--- src/source/PipeDefines.sv ---
// Pipeline shared definitions
package PipeDefines;

    localparam int DataWidth    = 32;
    localparam int RegAddrWidth = 3;  // Eight registers, r0 reads as zero
    localparam int ImmWidth     = 16;

    typedef enum logic [1:0] {
        OpAdd,   // rd = rs + rt
        OpAddi,  // rd = rs + sext(imm)
        OpLoad,  // rd = mem[rs + sext(imm)]
        OpMul    // rd = low word of rs * rt
    } opcode_t;

    // Instruction port format
    typedef struct packed {
        opcode_t                 op;
        logic [RegAddrWidth-1:0] rd;
        logic [RegAddrWidth-1:0] rs;
        logic [RegAddrWidth-1:0] rt;
        logic [ImmWidth-1:0]     imm;
    } instr_t;

    typedef struct packed {
        opcode_t                 op;
        logic [RegAddrWidth-1:0] rd;
        logic [DataWidth-1:0]    a;     // rs value
        logic [DataWidth-1:0]    b;     // rt value
        logic [ImmWidth-1:0]     imm;
    } exePayload_t;

    // Result for ALU ops, address for loads
    typedef struct packed {
        opcode_t                 op;
        logic [RegAddrWidth-1:0] rd;
        logic [DataWidth-1:0]    data;
    } memPayload_t;

    typedef struct packed {
        logic [RegAddrWidth-1:0] rd;
        logic [DataWidth-1:0]    data;
    } wbPayload_t;

    typedef struct packed {
        logic idWr;
        logic exeWr;
        logic mem1Wr;
        logic mem2Wr;
        logic wbWr;
        logic idFlush;
        logic exeFlush;
        logic mem1Flush;
        logic mem2Flush;
        logic wbFlush;
    } stageCtrl_t;

endpackage

--- src/source/HazardDetect.sv ---
// Read-after-write hazard detection
`timescale 1ns/1ps

module HazardDetect (
    input  logic                                 idValid,
    input  PipeDefines::instr_t                  idInstr,
    input  logic                                 exeValid,
    input  logic [PipeDefines::RegAddrWidth-1:0] exeRd,
    input  logic                                 mem1Valid,
    input  logic [PipeDefines::RegAddrWidth-1:0] mem1Rd,
    input  logic                                 mem2Valid,
    input  logic [PipeDefines::RegAddrWidth-1:0] mem2Rd,
    output logic                                 dhExe,
    output logic                                 dhMem1,
    output logic                                 dhMem2
);

    logic readsRt;

    // Every opcode writes rd, so a valid stage with rd != 0 is pending
    function automatic logic conflict(
        input logic                                 stageValid,
        input logic [PipeDefines::RegAddrWidth-1:0] stageRd,
        input logic [PipeDefines::RegAddrWidth-1:0] rs,
        input logic [PipeDefines::RegAddrWidth-1:0] rt,
        input logic                                 useRt
    );
        logic pending;
        pending = stageValid && (stageRd != '0);
        return pending && ((stageRd == rs) || (useRt && stageRd == rt));
    endfunction

    // Immediate forms only read rs
    assign readsRt = (idInstr.op == PipeDefines::OpAdd) ||
                     (idInstr.op == PipeDefines::OpMul);

    always_comb begin
        dhExe  = 1'b0;
        dhMem1 = 1'b0;
        dhMem2 = 1'b0;
        if (idValid) begin
            dhExe  = conflict(exeValid, exeRd, idInstr.rs, idInstr.rt, readsRt);
            dhMem1 = conflict(mem1Valid, mem1Rd, idInstr.rs, idInstr.rt, readsRt);
            dhMem2 = conflict(mem2Valid, mem2Rd, idInstr.rs, idInstr.rt, readsRt);
        end
    end

endmodule

--- src/source/MulUnit.sv ---
// Iterative shift-add multiplier
`timescale 1ns/1ps

module MulUnit #(
    parameter int MulCycles = 8
) (
    input  logic                              clk,
    input  logic                              arstN,
    input  logic                              start,
    input  logic [PipeDefines::DataWidth-1:0] a,
    input  logic [PipeDefines::DataWidth-1:0] b,
    output logic                              busy,
    output logic [PipeDefines::DataWidth-1:0] product
);

    // Multiplier bits retired per cycle
    localparam int StepBits = (PipeDefines::DataWidth + MulCycles - 1) / MulCycles;
    localparam int CntWidth = (MulCycles > 1) ? $clog2(MulCycles) : 1;

    logic [PipeDefines::DataWidth-1:0] mcand;
    logic [PipeDefines::DataWidth-1:0] mplier;
    logic [PipeDefines::DataWidth-1:0] partial;
    logic [CntWidth-1:0]               stepCnt;

    // Partial products for the low StepBits of the multiplier
    always_comb begin
        partial = '0;
        for (int i = 0; i < StepBits; i++) begin
            if (mplier[i]) begin
                partial = partial + (mcand << i);
            end
        end
    end

    always_ff @(posedge clk or negedge arstN) begin
        if (!arstN) begin
            busy    <= 1'b0;
            stepCnt <= '0;
        end else if (start) begin
            busy    <= 1'b1;
            stepCnt <= '0;
        end else if (busy) begin
            if (stepCnt == CntWidth'(MulCycles - 1)) begin
                busy <= 1'b0;  // Product final from next cycle
            end
            stepCnt <= stepCnt + CntWidth'(1);
        end
    end

    // Accumulate into product, low word only
    always_ff @(posedge clk) begin
        if (start) begin
            mcand   <= a;
            mplier  <= b;
            product <= '0;
        end else if (busy) begin
            product <= product + partial;
            mcand   <= mcand << StepBits;
            mplier  <= mplier >> StepBits;
        end
    end

endmodule

--- src/source/PipeControl.sv ---
// Stall and flush controller
`timescale 1ns/1ps

module PipeControl (
    input  logic                    memStall,
    input  logic                    wbStall,
    input  logic                    mulBusy,
    input  logic                    dhExe,
    input  logic                    dhMem1,
    input  logic                    dhMem2,
    output PipeDefines::stageCtrl_t ctrl
);

    always_comb begin
        if (memStall || wbStall) begin
            // Back-pressure, freeze everything in place
            ctrl.idWr      = 1'b0;
            ctrl.exeWr     = 1'b0;
            ctrl.mem1Wr    = 1'b0;
            ctrl.mem2Wr    = 1'b0;
            ctrl.wbWr      = 1'b0;

            ctrl.idFlush   = 1'b0;
            ctrl.exeFlush  = 1'b0;
            ctrl.mem1Flush = 1'b0;
            ctrl.mem2Flush = 1'b0;
            ctrl.wbFlush   = 1'b0;
        end
        else if (mulBusy) begin
            // Multiply in EXE still iterating
            ctrl.idWr      = 1'b0;
            ctrl.exeWr     = 1'b0;
            ctrl.mem1Wr    = 1'b1;
            ctrl.mem2Wr    = 1'b1;
            ctrl.wbWr      = 1'b1;

            ctrl.idFlush   = 1'b0;
            ctrl.exeFlush  = 1'b0;
            ctrl.mem1Flush = 1'b1;  // Bubble behind the multiply
            ctrl.mem2Flush = 1'b0;
            ctrl.wbFlush   = 1'b0;
        end
        else if (dhMem2 || dhMem1 || dhExe) begin
            // All three hazard sources wait the same way for the writer to retire
            ctrl.idWr      = 1'b0;
            ctrl.exeWr     = 1'b1;
            ctrl.mem1Wr    = 1'b1;
            ctrl.mem2Wr    = 1'b1;
            ctrl.wbWr      = 1'b1;

            ctrl.idFlush   = 1'b0;
            ctrl.exeFlush  = 1'b1;  // Bubble into EXE
            ctrl.mem1Flush = 1'b0;
            ctrl.mem2Flush = 1'b0;
            ctrl.wbFlush   = 1'b0;
        end
        else begin
            ctrl.idWr      = 1'b1;
            ctrl.exeWr     = 1'b1;
            ctrl.mem1Wr    = 1'b1;
            ctrl.mem2Wr    = 1'b1;
            ctrl.wbWr      = 1'b1;

            ctrl.idFlush   = 1'b0;
            ctrl.exeFlush  = 1'b0;
            ctrl.mem1Flush = 1'b0;
            ctrl.mem2Flush = 1'b0;
            ctrl.wbFlush   = 1'b0;
        end
    end

endmodule

--- src/source/PipeCore.sv ---
// Five-stage integer pipeline core
`timescale 1ns/1ps

module PipeCore #(
    parameter int MulCycles = 8
) (
    input  logic                              clk,
    input  logic                              arstN,
    input  logic                              instrValid,
    input  PipeDefines::instr_t               instr,
    output logic                              instrReady,
    output logic                              memReqValid,
    output logic [PipeDefines::DataWidth-1:0] memAddr,
    input  logic                              memReady,
    input  logic [PipeDefines::DataWidth-1:0] memRdata,
    output logic                              retireValid,
    output PipeDefines::wbPayload_t           retire,
    input  logic                              retireReady
);

    localparam int DataWidth = PipeDefines::DataWidth;
    localparam int ImmWidth  = PipeDefines::ImmWidth;

    PipeDefines::stageCtrl_t  ctrl;
    PipeDefines::instr_t      idInstr;
    PipeDefines::exePayload_t exeIn, exe;
    PipeDefines::memPayload_t mem1In, mem1, mem2In, mem2;
    PipeDefines::wbPayload_t  wbIn;

    logic                 idValid, exeValid, mem1Valid, mem2Valid;
    logic [DataWidth-1:0] rsData, rtData;
    logic [DataWidth-1:0] immExt, product;
    logic                 mulBusy, mulStart, mem1Load;
    logic                 dhExe, dhMem1, dhMem2;
    logic                 memStall, wbStall, commit, wbValid;

    assign instrReady = ctrl.idWr;

    PipeStageReg #(.PayloadT(PipeDefines::instr_t)) u_IdReg (
        .clk(clk), .arstN(arstN), .en(ctrl.idWr), .flush(ctrl.idFlush),
        .validIn(instrValid), .dataIn(instr), .validOut(idValid), .dataOut(idInstr)
    );

    RegFile u_RegFile (
        .clk(clk), .arstN(arstN),
        .rsAddr(idInstr.rs), .rtAddr(idInstr.rt), .rsData(rsData), .rtData(rtData),
        .wrEn(commit), .wrAddr(retire.rd), .wrData(retire.data)
    );

    HazardDetect u_HazardDetect (
        .idValid(idValid), .idInstr(idInstr),
        .exeValid(exeValid), .exeRd(exe.rd), .mem1Valid(mem1Valid), .mem1Rd(mem1.rd),
        .mem2Valid(mem2Valid), .mem2Rd(mem2.rd),
        .dhExe(dhExe), .dhMem1(dhMem1), .dhMem2(dhMem2)
    );

    // Decode, operands read straight from the register file
    always_comb begin
        exeIn.op  = idInstr.op;
        exeIn.rd  = idInstr.rd;
        exeIn.a   = rsData;
        exeIn.b   = rtData;
        exeIn.imm = idInstr.imm;
    end

    PipeStageReg #(.PayloadT(PipeDefines::exePayload_t)) u_ExeReg (
        .clk(clk), .arstN(arstN), .en(ctrl.exeWr), .flush(ctrl.exeFlush),
        .validIn(idValid), .dataIn(exeIn), .validOut(exeValid), .dataOut(exe)
    );

    // Multiply kicks off on the edge it enters EXE
    assign mulStart = ctrl.exeWr && !ctrl.exeFlush && idValid &&
                      (idInstr.op == PipeDefines::OpMul);

    MulUnit #(.MulCycles(MulCycles)) u_MulUnit (
        .clk(clk), .arstN(arstN), .start(mulStart), .a(rsData), .b(rtData),
        .busy(mulBusy), .product(product)
    );

    assign immExt = {{(DataWidth - ImmWidth){exe.imm[ImmWidth-1]}}, exe.imm};

    always_comb begin
        mem1In.op = exe.op;
        mem1In.rd = exe.rd;
        case (exe.op)
            PipeDefines::OpAdd: mem1In.data = exe.a + exe.b;
            PipeDefines::OpMul: mem1In.data = product;
            default:            mem1In.data = exe.a + immExt;  // Addi result or load address
        endcase
    end

    PipeStageReg #(.PayloadT(PipeDefines::memPayload_t)) u_Mem1Reg (
        .clk(clk), .arstN(arstN), .en(ctrl.mem1Wr), .flush(ctrl.mem1Flush),
        .validIn(exeValid), .dataIn(mem1In), .validOut(mem1Valid), .dataOut(mem1)
    );

    assign mem1Load = mem1Valid && (mem1.op == PipeDefines::OpLoad);
    assign memStall = mem1Load && !memReady;
    assign wbStall  = retireValid && !retireReady;
    // No request while retire holds the pipe, MEM2 could not take the data
    assign memReqValid = mem1Load && !wbStall;
    assign memAddr     = mem1.data;

    always_comb begin
        mem2In      = mem1;
        if (mem1.op == PipeDefines::OpLoad) begin
            mem2In.data = memRdata;
        end
    end

    PipeStageReg #(.PayloadT(PipeDefines::memPayload_t)) u_Mem2Reg (
        .clk(clk), .arstN(arstN), .en(ctrl.mem2Wr), .flush(ctrl.mem2Flush),
        .validIn(mem1Valid), .dataIn(mem2In), .validOut(mem2Valid), .dataOut(mem2)
    );

    always_comb begin
        wbIn.rd   = mem2.rd;
        wbIn.data = mem2.data;
    end

    PipeStageReg #(.PayloadT(PipeDefines::wbPayload_t)) u_WbReg (
        .clk(clk), .arstN(arstN), .en(ctrl.wbWr), .flush(ctrl.wbFlush),
        .validIn(mem2Valid), .dataIn(wbIn), .validOut(wbValid), .dataOut(retire)
    );

    assign retireValid = wbValid && !memStall;  // WB cannot advance during a memory stall
    assign commit = retireValid && retireReady;  // Register write on retire handshake

    PipeControl u_PipeControl (
        .memStall(memStall), .wbStall(wbStall), .mulBusy(mulBusy),
        .dhExe(dhExe), .dhMem1(dhMem1), .dhMem2(dhMem2), .ctrl(ctrl)
    );

endmodule

--- src/source/PipeStageReg.sv ---
// Pipeline stage register
`timescale 1ns/1ps

module PipeStageReg #(
    parameter type PayloadT = logic
) (
    input  logic    clk,
    input  logic    arstN,
    input  logic    en,
    input  logic    flush,
    input  logic    validIn,
    input  PayloadT dataIn,
    output logic    validOut,
    output PayloadT dataOut
);

    // Valid bit, a flush turns the load into a bubble
    always_ff @(posedge clk or negedge arstN) begin
        if (!arstN) begin
            validOut <= 1'b0;
        end else if (en) begin
            validOut <= validIn && !flush;
        end
    end

    // Payload only moves on a real load
    always_ff @(posedge clk) begin
        if (en && !flush) begin
            dataOut <= dataIn;
        end
    end

endmodule

--- src/source/RegFile.sv ---
// Register file with write-through
`timescale 1ns/1ps

module RegFile (
    input  logic                                 clk,
    input  logic                                 arstN,
    input  logic [PipeDefines::RegAddrWidth-1:0] rsAddr,
    input  logic [PipeDefines::RegAddrWidth-1:0] rtAddr,
    output logic [PipeDefines::DataWidth-1:0]    rsData,
    output logic [PipeDefines::DataWidth-1:0]    rtData,
    input  logic                                 wrEn,
    input  logic [PipeDefines::RegAddrWidth-1:0] wrAddr,
    input  logic [PipeDefines::DataWidth-1:0]    wrData
);

    localparam int NumRegs = 2 ** PipeDefines::RegAddrWidth;

    logic [PipeDefines::DataWidth-1:0] regs [NumRegs];

    // Architectural state starts at zero
    always_ff @(posedge clk or negedge arstN) begin
        if (!arstN) begin
            for (int i = 0; i < NumRegs; i++) begin
                regs[i] <= '0;
            end
        end else if (wrEn && wrAddr != '0) begin
            regs[wrAddr] <= wrData;
        end
    end

    // r0 first, then the value committing this cycle
    assign rsData = (rsAddr == '0) ? '0 :
                    (wrEn && wrAddr == rsAddr) ? wrData : regs[rsAddr];
    assign rtData = (rtAddr == '0) ? '0 :
                    (wrEn && wrAddr == rtAddr) ? wrData : regs[rtAddr];

endmodule

--- config.mk ---
export PLATFORM = sky130hd
export DESIGN_NAME = PipeCore
export DESIGN_NICKNAME = d
export VERILOG_FILES = /design/src/source/PipeDefines.sv /design/src/source/HazardDetect.sv /design/src/source/MulUnit.sv /design/src/source/PipeControl.sv /design/src/source/PipeCore.sv /design/src/source/PipeStageReg.sv /design/src/source/RegFile.sv
export SDC_FILE = /design/constraint.sdc
export NUM_CORES = 1
export LEC_CHECK = 0
export BUFFER_PORTS_ARGS = -buffer_cell sky130_fd_sc_hd__clkbuf_2
export CAP_MARGIN = 40
export CORE_MARGIN = 3
export CORE_UTILIZATION = 40
export CTS_CLUSTER_SIZE = 25
export DETAILED_ROUTE_END_ITERATION = 10
export PLACE_DENSITY_LB_ADDON = 0.15
export SLEW_MARGIN = 0
export SYNTH_ARGS = -nofsm -noshare
export SYNTH_HDL_FRONTEND = slang
export SYNTH_SLANG_ARGS = --single-unit
--- constraint.sdc ---
create_clock -name clk -period 17.83 [get_ports clk]
set_clock_uncertainty 0.15 [all_clocks]
set_input_delay 3.566 -clock clk [delete_from_list [all_inputs] [get_ports clk]]
set_output_delay 3.566 -clock clk [all_outputs]
set_load 0.005 [all_outputs]
======== Word level (Yosys, flattened, before mapping) ========
Index checks and enable logic that the tools add are counted.
Widths: inputs -> output; s select.
cells by class
  add/subtract/negate cells ............... 7
  eq/ne operators ......................... 12
  magnitude comparators ................... 4
  bitwise operators ....................... 3
  reductions and logical operators ........ 56
  multiplexer cells ....................... 34
operators with widths
  cell                 number
  $mux 32              18
  $bwmux 256           1
  $add 32x32->32       6
  $bmux 32 s3          2
  $demux 32 s3         1
  $pmux 32 s2          1
  $logic_and 1x1->1    31
  $mux 10              3
  $eq 3x3->1           8
  $ge 4x4->1 const B   3
  $not 3->4            3
  $reduce_bool 3->1    4
  $logic_not 1->1      9
  $logic_or 1x1->1     7
  $eq 2x2->1 const B   3
  $logic_not 3->1      2
  $mux 1               6
  $mux 3               2
  $logic_not 2->1      2
  $lt 4x1->1 const B   1
  $add 3x1->3 const B  1
  $eq 3x3->1 const B   1
  $reduce_bool 2->1    1
word-level totals
  output and inout port bits .............. 70
  word-level logic and storage cells ...... 151
  input port bits ......................... 64
  register bits ........................... 580

======== Longest topological paths before layout ========
Gate-level depths: netlist of the first run.
  word-level depth ........................ 16
  gate-level depth with buffers ........... 46
  gate-level depth less buffers ........... 43

======== Hierarchy ========
Synthesis of the first run repeated with hierarchy kept, for this count alone.
unflattened totals
  cell total of the unflattened synthesis .. 2,978
  area, all modules ....................... 33,797.4 µm²
by module, submodules not included
  module                        instances  cells an instance  area an instance (µm²)
  RegFile                       1          1,040              12,699.7
  MulUnit                       1          1,262              11,000.6
  PipeCore                      1          387                2,860.2
  PipeStageReg (u_ExeReg)       1          90                 2,606.2
  PipeStageReg (u_Mem1Reg ...)  2          42                 1,164.9
  PipeStageReg (u_WbReg)        1          40                 1,104.8
  PipeStageReg (u_IdReg)        1          32                 864.6
  HazardDetect                  1          31                 249.0
  PipeControl                   1          12                 82.6

======== Least setup slack after synthesis of the first run ========
OpenSTA, ideal clock, no wires.
  path kind ............................... input -> register
  start ................................... in memReady
  end ..................................... reg u_MulUnit.mcand[0] (netlist name), enable pin
  cell stages on the path ................. 9
  path slack .............................. 3,482 ps
  library setup time ...................... 418 ps
  data arrival time ....................... 13,780 ps
  data required time ...................... 17,262 ps
  cell sequence ........................... or2_1 inv_1 nor2_1 nand2_1 a21oi_1 and3_1 buf_2 nor2_1 inv_1
on the way
  cells in the longest elaborated chain, start to end .. 12
RTL lines
  what                                  RTL line           text
  start, declared                       PipeCore.sv:14     input logic memReady,
  $logic_not 1->1 *                     PipeCore.sv:98     assign memStall = mem1Load && !memReady;
  $logic_and 1x1->1 *                   PipeCore.sv:98
  $logic_not 1->1                       PipeCore.sv:126    assign retireValid = wbValid && !memStall;
  $logic_and 1x1->1                     PipeCore.sv:126
  $logic_and 1x1->1                     PipeCore.sv:99     assign wbStall = retireValid && !retireReady;
  $logic_or 1x1->1 *                    PipeControl.sv:15  if (memStall || wbStall) begin
  $mux 10 *                             PipeControl.sv:15
  $logic_not 1->1                       PipeCore.sv:72     assign mulStart = ctrl.exeWr && !ctrl.exeFlush && idValid &&
  $logic_and 1x1->1 * (3 in a row)      PipeCore.sv:72
  $reduce_bool 2->1 (no source line) *  --
  end signal, assigned                  MulUnit.sv:58      mcand <= mcand << StepBits;
  end, declared                         MulUnit.sv:20      logic [PipeDefines::DataWidth-1:0] mcand;
Every way passes the cells marked *; elsewhere a longest branch is shown, timed or not.
A chain may end at the register's enable or synchronous reset.

======== Final worst setup path of the first run ========
  start ................................... reg u_MulUnit.mcand[2] (netlist name)
  end ..................................... reg u_MulUnit.product[31] (netlist name)
on the way
  cells in the longest elaborated chain, start to end .. 8
RTL lines
  what                  RTL line       text
  $mux 32               MulUnit.sv:29  if (mplier[i]) begin
  $add 32x32->32        MulUnit.sv:30  partial = partial + (mcand << i);
  $mux 32               MulUnit.sv:29
  $add 32x32->32        MulUnit.sv:30
  $mux 32               MulUnit.sv:29
  $add 32x32->32        MulUnit.sv:30
  $mux 32 *             MulUnit.sv:29
  $add 32x32->32 *      MulUnit.sv:57  product <= product + partial;
  end signal, assigned  MulUnit.sv:57
  end, declared         MulUnit.sv:13  output logic [PipeDefines::DataWidth-1:0] product
Marked as above.

==> run summary, run 1 <==
# setup viols final - 0
Cell Area, Synth - 33800 um^2
RePlAce Congestion - 0.901
Routed wire per std cell - 22.2 um
Final Cycle Share - 56.0%
Clock Latency Late Sink - 0.61 ns
CP Launch Type - flip-flop
GRT Residual Overflow - 0
die height - 297 um
Die Area - 88100 um^2
share of cells above drive strength 1 - 22.4%
CP Capture Type - flip-flop
Buf+Inv Stages, Crit Path - 0
worst path required time - 18.21 ns
ys flop type - edfxtp_1
cell count after synthesis - 3229
Min-Delay Path Class - flip-flop to flip-flop
Sink Count - 548
post-synth top area share - 25.1%
n_diodes - 0
asr flop ratio synth - 42.5%
worst-path fanout max - 12
largest net degree at the start of global routing - 103
CP max stage delay - 0.59 ns
number of synthesized register bits - 548
first-pass GRT wire length - 152 mm
slowest CP cell - edfxtp_1
setup TNS - 0 ns
cell family with most CP delay - compound AO/OA/AOI/OAI gates
Core Area - 83700 um^2
P&R area growth vs syn - 10.5%
Setup CP Type - flip-flop to flip-flop
CTS buffer count - 57
DPL Wire Length - 69.1 mm
most frequent cells after synthesis - mux2_2 (364), nand2_1 (333), edfxtp_1 (283)
Die X - 297 um
Max-Cap Viols - 0
CTS Buffer Depth - 3
Total GRT Usage - 21.7%
Via Count - 25500
ANT nets after route - 0
relative slew slack - 39.3%
status - finished clean
Nets - 3476
root buffer cell - clkbuf_16
port bufs - 133
crit path DAT - 10.36 ns
syn_area_per_cell - 10.5 um^2
Worst-Margin Slew - 0.911 ns
initial antenna violation count - 3
Max Slew Vio Count - 0
Synth area leaders - edfxtp_1 (25%), dfrtp_1 (17%), mux2_2 (12%)
row cnt - 106
DR iter-0 viols - 1753
Post-synth EDFFs - 283
yosys warns - 0
drt via density - 5.75
Final Hold Fails - 0
Initial Util - 40.4%
# H-tree levels - 2
distinct cell type count after synthesis - 94
fmax - 0.100 GHz
# IOs - 134
area leader, netlist - edfxtp_1
buffer count from post-CTS setup fixing - 0
DR DRC count - 0
post_cts resized - 0
RSZ-0062 raised after global routing - no
number of global-route vias before repair - 25300
Clock transition at path regs - 0.06 ns
net count after synthesis - 3452
most common cell in the synthesized netlist - mux2_2
Post-Route WL - 98.6 mm
CTS hold repair buffers - 0
CTS tree - yes
min Tclk post-route - 9.98 ns
crit-path most repeated cell - ha_1
DR pass1 iterations - 6
post-synthesis sequential area ratio - 44.3%
## cells by family after synthesis
kind of cell | share of synthesized area [%]
buffers and inverters | 3.55
muxes | 14.9
DFF | 44.3
AOI/OAI and AO/OA | 17.6
adders and majority gates | 5.99
and+or+nand+nor | 9.91
xor gates and xnor gates | 3.73
## worst reg2reg max path, delay by kind of cell (launching register included)
kind	cells	cell delay (ns)
flops	1	0.59
simple gates	10	1.97
fa+ha+maj	4	1.35
compound gates	20	4.27
xor+xnor	3	0.42
mux	4	1.17
## metrics by stage
step	cells	util (%)	area (um^2)	worst slack [ns]	hold WS [ns]
final	4435	44.7	37400	7.85	0.265
after global routing	4435	44.7	37400	7.07	0.269
after CTS	4435	44.7	37400	7.84	0.265
after detailed placement	4328	42.5	35500	7.91	0.255
after global placement	4319	42.2	35300	8.08	0.253
after floorplan	3229	-	33800	3.48	0.250
## final timing paths
path,start,to,slack (ns),cells past startpoint
min in group asynchronous,arstN,u_WbReg.validOut,2.82,1
hold / removal,u_Mem2Reg.dataOut[9],u_WbReg.dataOut[9],0.26,0
setup reg to reg,u_MulUnit.mcand[2],u_MulUnit.product[31],7.85,41
max in group asynchronous,arstN,u_RegFile.regs[70],12.82,5
setup / recovery,u_MulUnit.mcand[2],u_MulUnit.product[31],7.85,41
hold reg to reg,u_Mem2Reg.dataOut[9],u_WbReg.dataOut[9],0.26,0
## final cells by class
class	instances	area [um^2]
fillers	7770	46300
multi-input cells	2410	17700
flip-flops and latches	548	15000
clock buffers	73	1540
well taps	1134	1420
repair buffers	176	1180
clock inverters	34	302
inverters	60	225
## routing by layer
metal  up-vias  wire, um  GRT usage, %  part of all wire (%)
li1      12000         -             -                     -
met1     12700     46500          31.2                    47
met3       136      4790          2.41                   4.9
met5         -        17             0                 0.017
met4         2      2480          6.05                   2.5
met2       731     44700          34.7                    45
## state kept, by name (all words and copies together), names as in the netlist, 3 cells and up
name,count
u_RegFile.regs,224
u_MulUnit.stepCnt,3
u_MulUnit.mplier,32
u_Mem1Reg.dataOut,37
u_Mem2Reg.dataOut,35
u_ExeReg.dataOut,85
u_WbReg.dataOut,35
u_IdReg.dataOut,27
u_MulUnit.product,32
u_MulUnit.mcand,32
## cell usage in the layout, fill, tap and decap left out, types with 13 or more instances in the layout
cell type	n
nor2_1	125
xor2_1	61
nor2b_1	16
o22ai_1	69
clkinv_2	13
inv_1	56
o21ai_0	203
buf_4	33
o31ai_1	14
o21ai_1	24
o21a_1	18
clkbuf_16	58
dfxtp_1	32
xnor2_1	83
nor3_1	27
and2_1	34
edfxtp_1	283
o21bai_1	18
o221a_2	60
nand3_1	37
nand2b_1	82
dfrtp_1	233
mux2_2	364
a31oi_1	25
nand2_1	331
mux2i_1	93
a211oi_1	19
a21o_1	107
ha_1	154
clkbuf_2	132
a21oi_1	264
Power of run 1 is left out: the tool's default activity adds up to more than one toggle a clock period on the data nets, which glitch-free logic cannot reach.
==> run 2, diff against run 1 <==
==> constraint.sdc (replaced) <==
create_clock -name clk -period 8.1 [get_ports clk]
set_clock_uncertainty 0.15 [all_clocks]
set_input_delay 1.62 -clock clk [delete_from_list [all_inputs] [get_ports clk]]
set_output_delay 1.62 -clock clk [all_outputs]
set_load 0.005 [all_outputs]
==> run summary, run 2 (synthesized netlist as in run 1, its figures left out) <==
status - finished with violations
failing checks - setup timing
die height - 297 um
largest net degree at the start of global routing - 118
worst path required time - 8.50 ns
CP Capture Type - flip-flop
register area - 15000 um^2
CTS buffer count - 59
P&R area growth vs syn - 18.7%
Fill cells - 7740
Clock Latency Late Sink - 0.63 ns
max FFs per register - 224
ANT nets after route - 0
DPL Wire Length - 71.9 mm
Setup CP Type - flip-flop to flip-flop
DR DRC count - 0
Clock transition at path regs - 0.07 ns
highest-count cells in the layout ignoring fill and taps - mux2_2 (360), nand2_1 (329), edfxtp_1 (283)
RSZ-0062 raised after global routing - yes
row cnt - 106
DR pass1 iterations - 6
fmax - 0.118 GHz
first-pass GRT wire length - 158 mm
CTS hold repair buffers - 0
min Tclk post-route - 8.51 ns
Placement Setup Slack - -0.326 ns
Max-Cap Viols - 0
Initial Util - 40.4%
Max Slew Vio Count - 0
most common cell after layout, fill and taps aside - mux2_2
CTS tree - yes
CTS Buffer Depth - 3
number of global-route vias before repair - 26600
Final Hold Fails - 0
Core Area - 83700 um^2
root buffer cell - clkbuf_16
# IOs - 134
Total GRT Usage - 22.6%
CP Launch Type - flip-flop
CP max stage delay - 0.44 ns
port bufs - 133
# H-tree levels - 2
# setup viols final - 1
Routed wire per std cell - 22.2 um
drt via density - 5.67
Final Cycle Share - 105%
Die X - 297 um
GRT Residual Overflow - 0
share of cells above drive strength 1 - 30.8%
Final Core Density - 48.0%
n_diodes - 0
Multi-input gate area - 18500 um^2
Die Area - 88100 um^2
relative slew slack - 34.7%
Reg with most FFs - u_RegFile.regs
Via Count - 26600
worst-path fanout max - 4
DR iter-0 viols - 2179
initial antenna violation count - 5
crit path DAT - 8.90 ns
Post-Route WL - 104 mm
Nets - 3722
Sink Count - 548
Min-Delay Path Class - flip-flop to flip-flop
biggest regs - u_RegFile.regs: 224 flops, u_ExeReg.dataOut: 85 flops, u_Mem1Reg.dataOut: 37 flops
final setup margin - -0.405 ns
slowest CP cell - edfxtp_1
Worst-Margin Slew - 0.980 ns
RePlAce Congestion - 0.899
[run 2: cell types whose count changed in the layout (fill, tap and decap cells not counted), moves of 6 or more]
cell,change
a21oi_1,-17
buf_6,+6
ha_1,-18
a31oi_1,-6
a21oi_2,+15
o21ai_2,+11
buf_4,+236
ha_4,+16
o21ai_0,-15
clkbuf_8,+8
[run 2: critical path, delay by kind of cell, from the launching register on]
kind / cells / cell delay (ns)
flops: 1 / 0.44
xor+xnor: 3 / 0.28
simple gates: 6 / 0.70
compound gates: 25 / 4.29
mux: 4 / 1.04
buf+inv: 1 / 0.15
fa+ha+maj: 5 / 1.34
[run 2: through the flow]
stage               cells  cell area [um^2]  TNS (ns)  hold WS (ns)
floorplan            3229             34100   -0.0238         0.250
global placement     4540             37200    -0.209         0.254
detailed placement   4550             37400    -0.330         0.255
CTS                  4665             39500    -0.313         0.266
global route         4684             40100     -1.59         0.275
finish               4684             40100    -0.405         0.261
[run 2: path summary, 6_finish.rpt]
path,slack (ns),start,cells after the start,endpoint
setup reg to reg,-0.41,u_MulUnit.mplier[0],44,u_MulUnit.product[31]
max in group asynchronous,5.61,arstN,2,u_RegFile.regs[17]
min in group asynchronous,0.93,arstN,1,u_RegFile.regs[59]
setup / recovery,-0.41,u_MulUnit.mplier[0],44,u_MulUnit.product[31]
hold reg to reg,0.26,u_Mem2Reg.dataOut[6],0,u_WbReg.dataOut[6]
hold / removal,0.26,u_Mem2Reg.dataOut[6],0,u_WbReg.dataOut[6]
[run 2: repair_timing]
action,4_1_cts,5_1_grt
pin swaps,7,65
setup endpoints to repair,3,11
buffers inserted,3,20
resized for setup,7,100
gates cloned,0,0
[run 2: cell type report]
cell class	instances	share of cell area (%)
Clock inverter	26	0.642
Clock buffer	86	4.36
Sequential cell	548	37.3
Multi-Input combinational cell	2410	46.1
Tap cell	1134	3.54
Inverter	60	0.561
Timing Repair Buffer	420	7.53
[run 2: metal layers]
metal | GRT usage (%) | vias up | routed length (um)
li1 | - | 12500 | -
met1 | 32.5 | 13200 | 49000
met2 | 36.1 | 739 | 47500
met3 | 2.27 | 155 | 4810
met4 | 6.51 | 0 | 2560
met5 | 0 | - | 0
Power of run 2 is left out for the same reason.
==> run 3, diff against run 2 <==
--- a/config.mk
+++ b/config.mk
@@ -5,6 +5,7 @@
 export SDC_FILE = /design/constraint.sdc
 export NUM_CORES = 1
 export LEC_CHECK = 0
+export ABC_AREA = 1
 export BUFFER_PORTS_ARGS = -buffer_cell sky130_fd_sc_hd__clkbuf_2
 export CAP_MARGIN = 40
 export CORE_MARGIN = 3
==> run summary, run 3 <==
Nets - 4485
n_diodes - 0
worst-path fanout max - 5
area leader, netlist - edfxtp_1
largest net degree at the start of global routing - 93
max FFs per register - 224
ys flop type - edfxtp_1
ANT nets after route - 0
number of global-route vias before repair - 28900
Worst-Margin Slew - 0.927 ns
DPL Wire Length - 86.7 mm
post-synth top area share - 24.8%
CP Capture Type - flip-flop
Fill cells - 8444
Max-Cap Viols - 0
port bufs - 133
crit-path most repeated cell - nand2_1
most frequent cells after synthesis - nand2_1 (1206), o21ai_0 (385), inv_1 (358)
reg2reg start - u_MulUnit.mcand[1]
cell count after synthesis - 4232
Layout Cells excl Fill - 5448
Placed Instance Area - 35800 um^2
Max Slew Vio Count - 0
crit path DAT - 7.86 ns
Routed wire per std cell - 22.3 um
CTS tree - yes
drt via density - 5.62
Sink Count - 548
P&R area growth vs syn - 10.8%
number of synthesized register bits - 548
biggest regs - u_RegFile.regs: 224 flops, u_ExeReg.dataOut: 85 flops, u_Mem1Reg.dataOut: 37 flops
CTS buffer count - 60
die height - 299 um
fmax - 0.134 GHz
reg-to-reg slack, setup - 0.62 ns
Via Count - 30600
min Tclk post-route - 7.48 ns
CP Launch Type - flip-flop
Clock Latency Late Sink - 0.65 ns
# H-tree levels - 2
CP max stage delay - 0.54 ns
DR iter-0 viols - 3579
Hold Slack - 0.249 ns
Final Hold Fails - 0
relative slew slack - 38.2%
Cell Area, Synth - 34200 um^2
R2R depth - 39
Clock transition at path regs - 0.06 ns
CTS Buffer Depth - 3
RSZ-0062 raised after global routing - no
GRT Residual Overflow - 0
hold path cells - 0
setup TNS - 0 ns
row cnt - 106
net count after synthesis - 4455
Die Area - 89100 um^2
Synth area leaders - edfxtp_1 (25%), dfrtp_1 (17%), nand2_1 (13%)
status - finished clean
DR pass1 iterations - 8
# setup viols final - 0
most common cell after layout, fill and taps aside - nand2_1
worst path required time - 8.48 ns
hold_sp - u_Mem2Reg.dataOut[12]
slowest CP cell - edfxtp_1
Post-Route WL - 121 mm
Reg with most FFs - u_RegFile.regs
Post-synth EDFFs - 283
post-synthesis sequential area ratio - 43.7%
DR DRC count - 0
# IOs - 134
hold endpoint - u_WbReg.dataOut[12]
Buf+Inv Stages, Crit Path - 3
Total GRT Usage - 26.6%
yosys warns - 0
distinct cell type count after synthesis - 66
Die X - 299 um
initial antenna violation count - 2
root buffer cell - clkbuf_16
RePlAce Congestion - 0.940
critical path depth - 39
cell family with most CP delay - adder cells
Final Cell Area - 37900 um^2
most common cell in the synthesized netlist - nand2_1
highest-count cells in the layout ignoring fill and taps - nand2_1 (1205), o21ai_0 (384), inv_1 (354)
first-pass GRT wire length - 183 mm
Setup CP Type - flip-flop to flip-flop
Core Area - 84200 um^2
RR Endpoint - u_MulUnit.product[28]
Initial Util - 40.7%
Final Cycle Share - 92.4%
syn_area_per_cell - 8.09 um^2
asr flop ratio synth - 42.5%
placed cells - 5332
share of cells above drive strength 1 - 10.8%
Min-Delay Path Class - flip-flop to flip-flop
-- run 3: cell count changes after synthesis, moves of 59 or more --
cell,before,now
a21o_1,107,22
inv_1,58,358
mux2_2,364,15
mux2i_1,93,0
nand2_1,333,1206
nand2b_1,82,0
nand3_1,37,166
nor2_1,130,189
o21ai_0,203,385
o221a_2,60,1
o221ai_1,3,64
-- run 3: cell families (layout without fill, tap and decap cells) --
group	count (synthesis)	count (layout)	synth area share, %
and+or+nand+nor	1752	1752	21.5
AOI/OAI and AO/OA	1053	1053	18.3
buffers and inverters	603	685	7.46
DFF	548	548	43.7
adders and majority gates	159	159	5.92
xor gates and xnor gates	102	102	2.61
muxes	15	15	0.493
-- run 3: cell type report --
type / instances / area [um^2] / area share [%]
clock buffers: 81 / 1710 / 4.51
clock inverters: 33 / 398 / 1.05
inverters: 369 / 1390 / 3.66
multi-input cells: 3081 / 16800 / 44.2
flip-flops and latches: 548 / 15000 / 39.5
well taps: 1134 / 1420 / 3.74
repair buffers: 202 / 1270 / 3.34
-- run 3: metrics by stage --
step / worst slack (ns) / util [%]
after global placement: 0.437 / 42.3
after global routing: 0.0398 / 45.0
after floorplan: 0.185 / -
after detailed placement: 0.349 / 42.5
final: 0.619 / 45.0
after CTS: 0.354 / 45.0
-- run 3: routing by layer --
layer	vias to the layer above	wire (um)	global-route usage [%]	part of all wire (%)
li1	14500	-	-	-
met1	14600	57300	40.8	47
met2	1303	49900	38.3	41
met3	149	11000	4.52	9.0
met4	0	3220	7.09	2.7
met5	-	0	0	0
-- run 3: how the worst max path moves through the flow --
stage / from / endpoint
floorplan: retireReady / u_MulUnit.stepCnt[1]
global placement: u_MulUnit.mplier[0] / u_MulUnit.product[31]
detailed placement: u_MulUnit.mplier[0] / u_MulUnit.product[28]
CTS: u_MulUnit.mplier[0] / u_MulUnit.product[28]
global route: u_MulUnit.mcand[1] / u_MulUnit.product[31]
finish: u_MulUnit.mcand[1] / u_MulUnit.product[28]
-- run 3: timing repair --
item / in CTS / in global routing
setup endpoints to repair: 0 / 11
hold buffers: 0 / 0
gates resized for setup: 0 / 4
hold endpoints to repair: 0 / 0
setup buffers: 0 / 2
-- run 3: worst register-to-register path: cells and delay by family (launching register included) --
| family | cells | cell delay, ns |
|---|---|---|
| adders and majority gates | 6 | 2.13 |
| buffers and inverters | 3 | 0.17 |
| xor gates and xnor gates | 2 | 0.26 |
| DFF | 1 | 0.54 |
| AOI/OAI and AO/OA | 11 | 2.11 |
| and+or+nand+nor | 17 | 1.99 |
Power of run 3 is left out for the same reason.
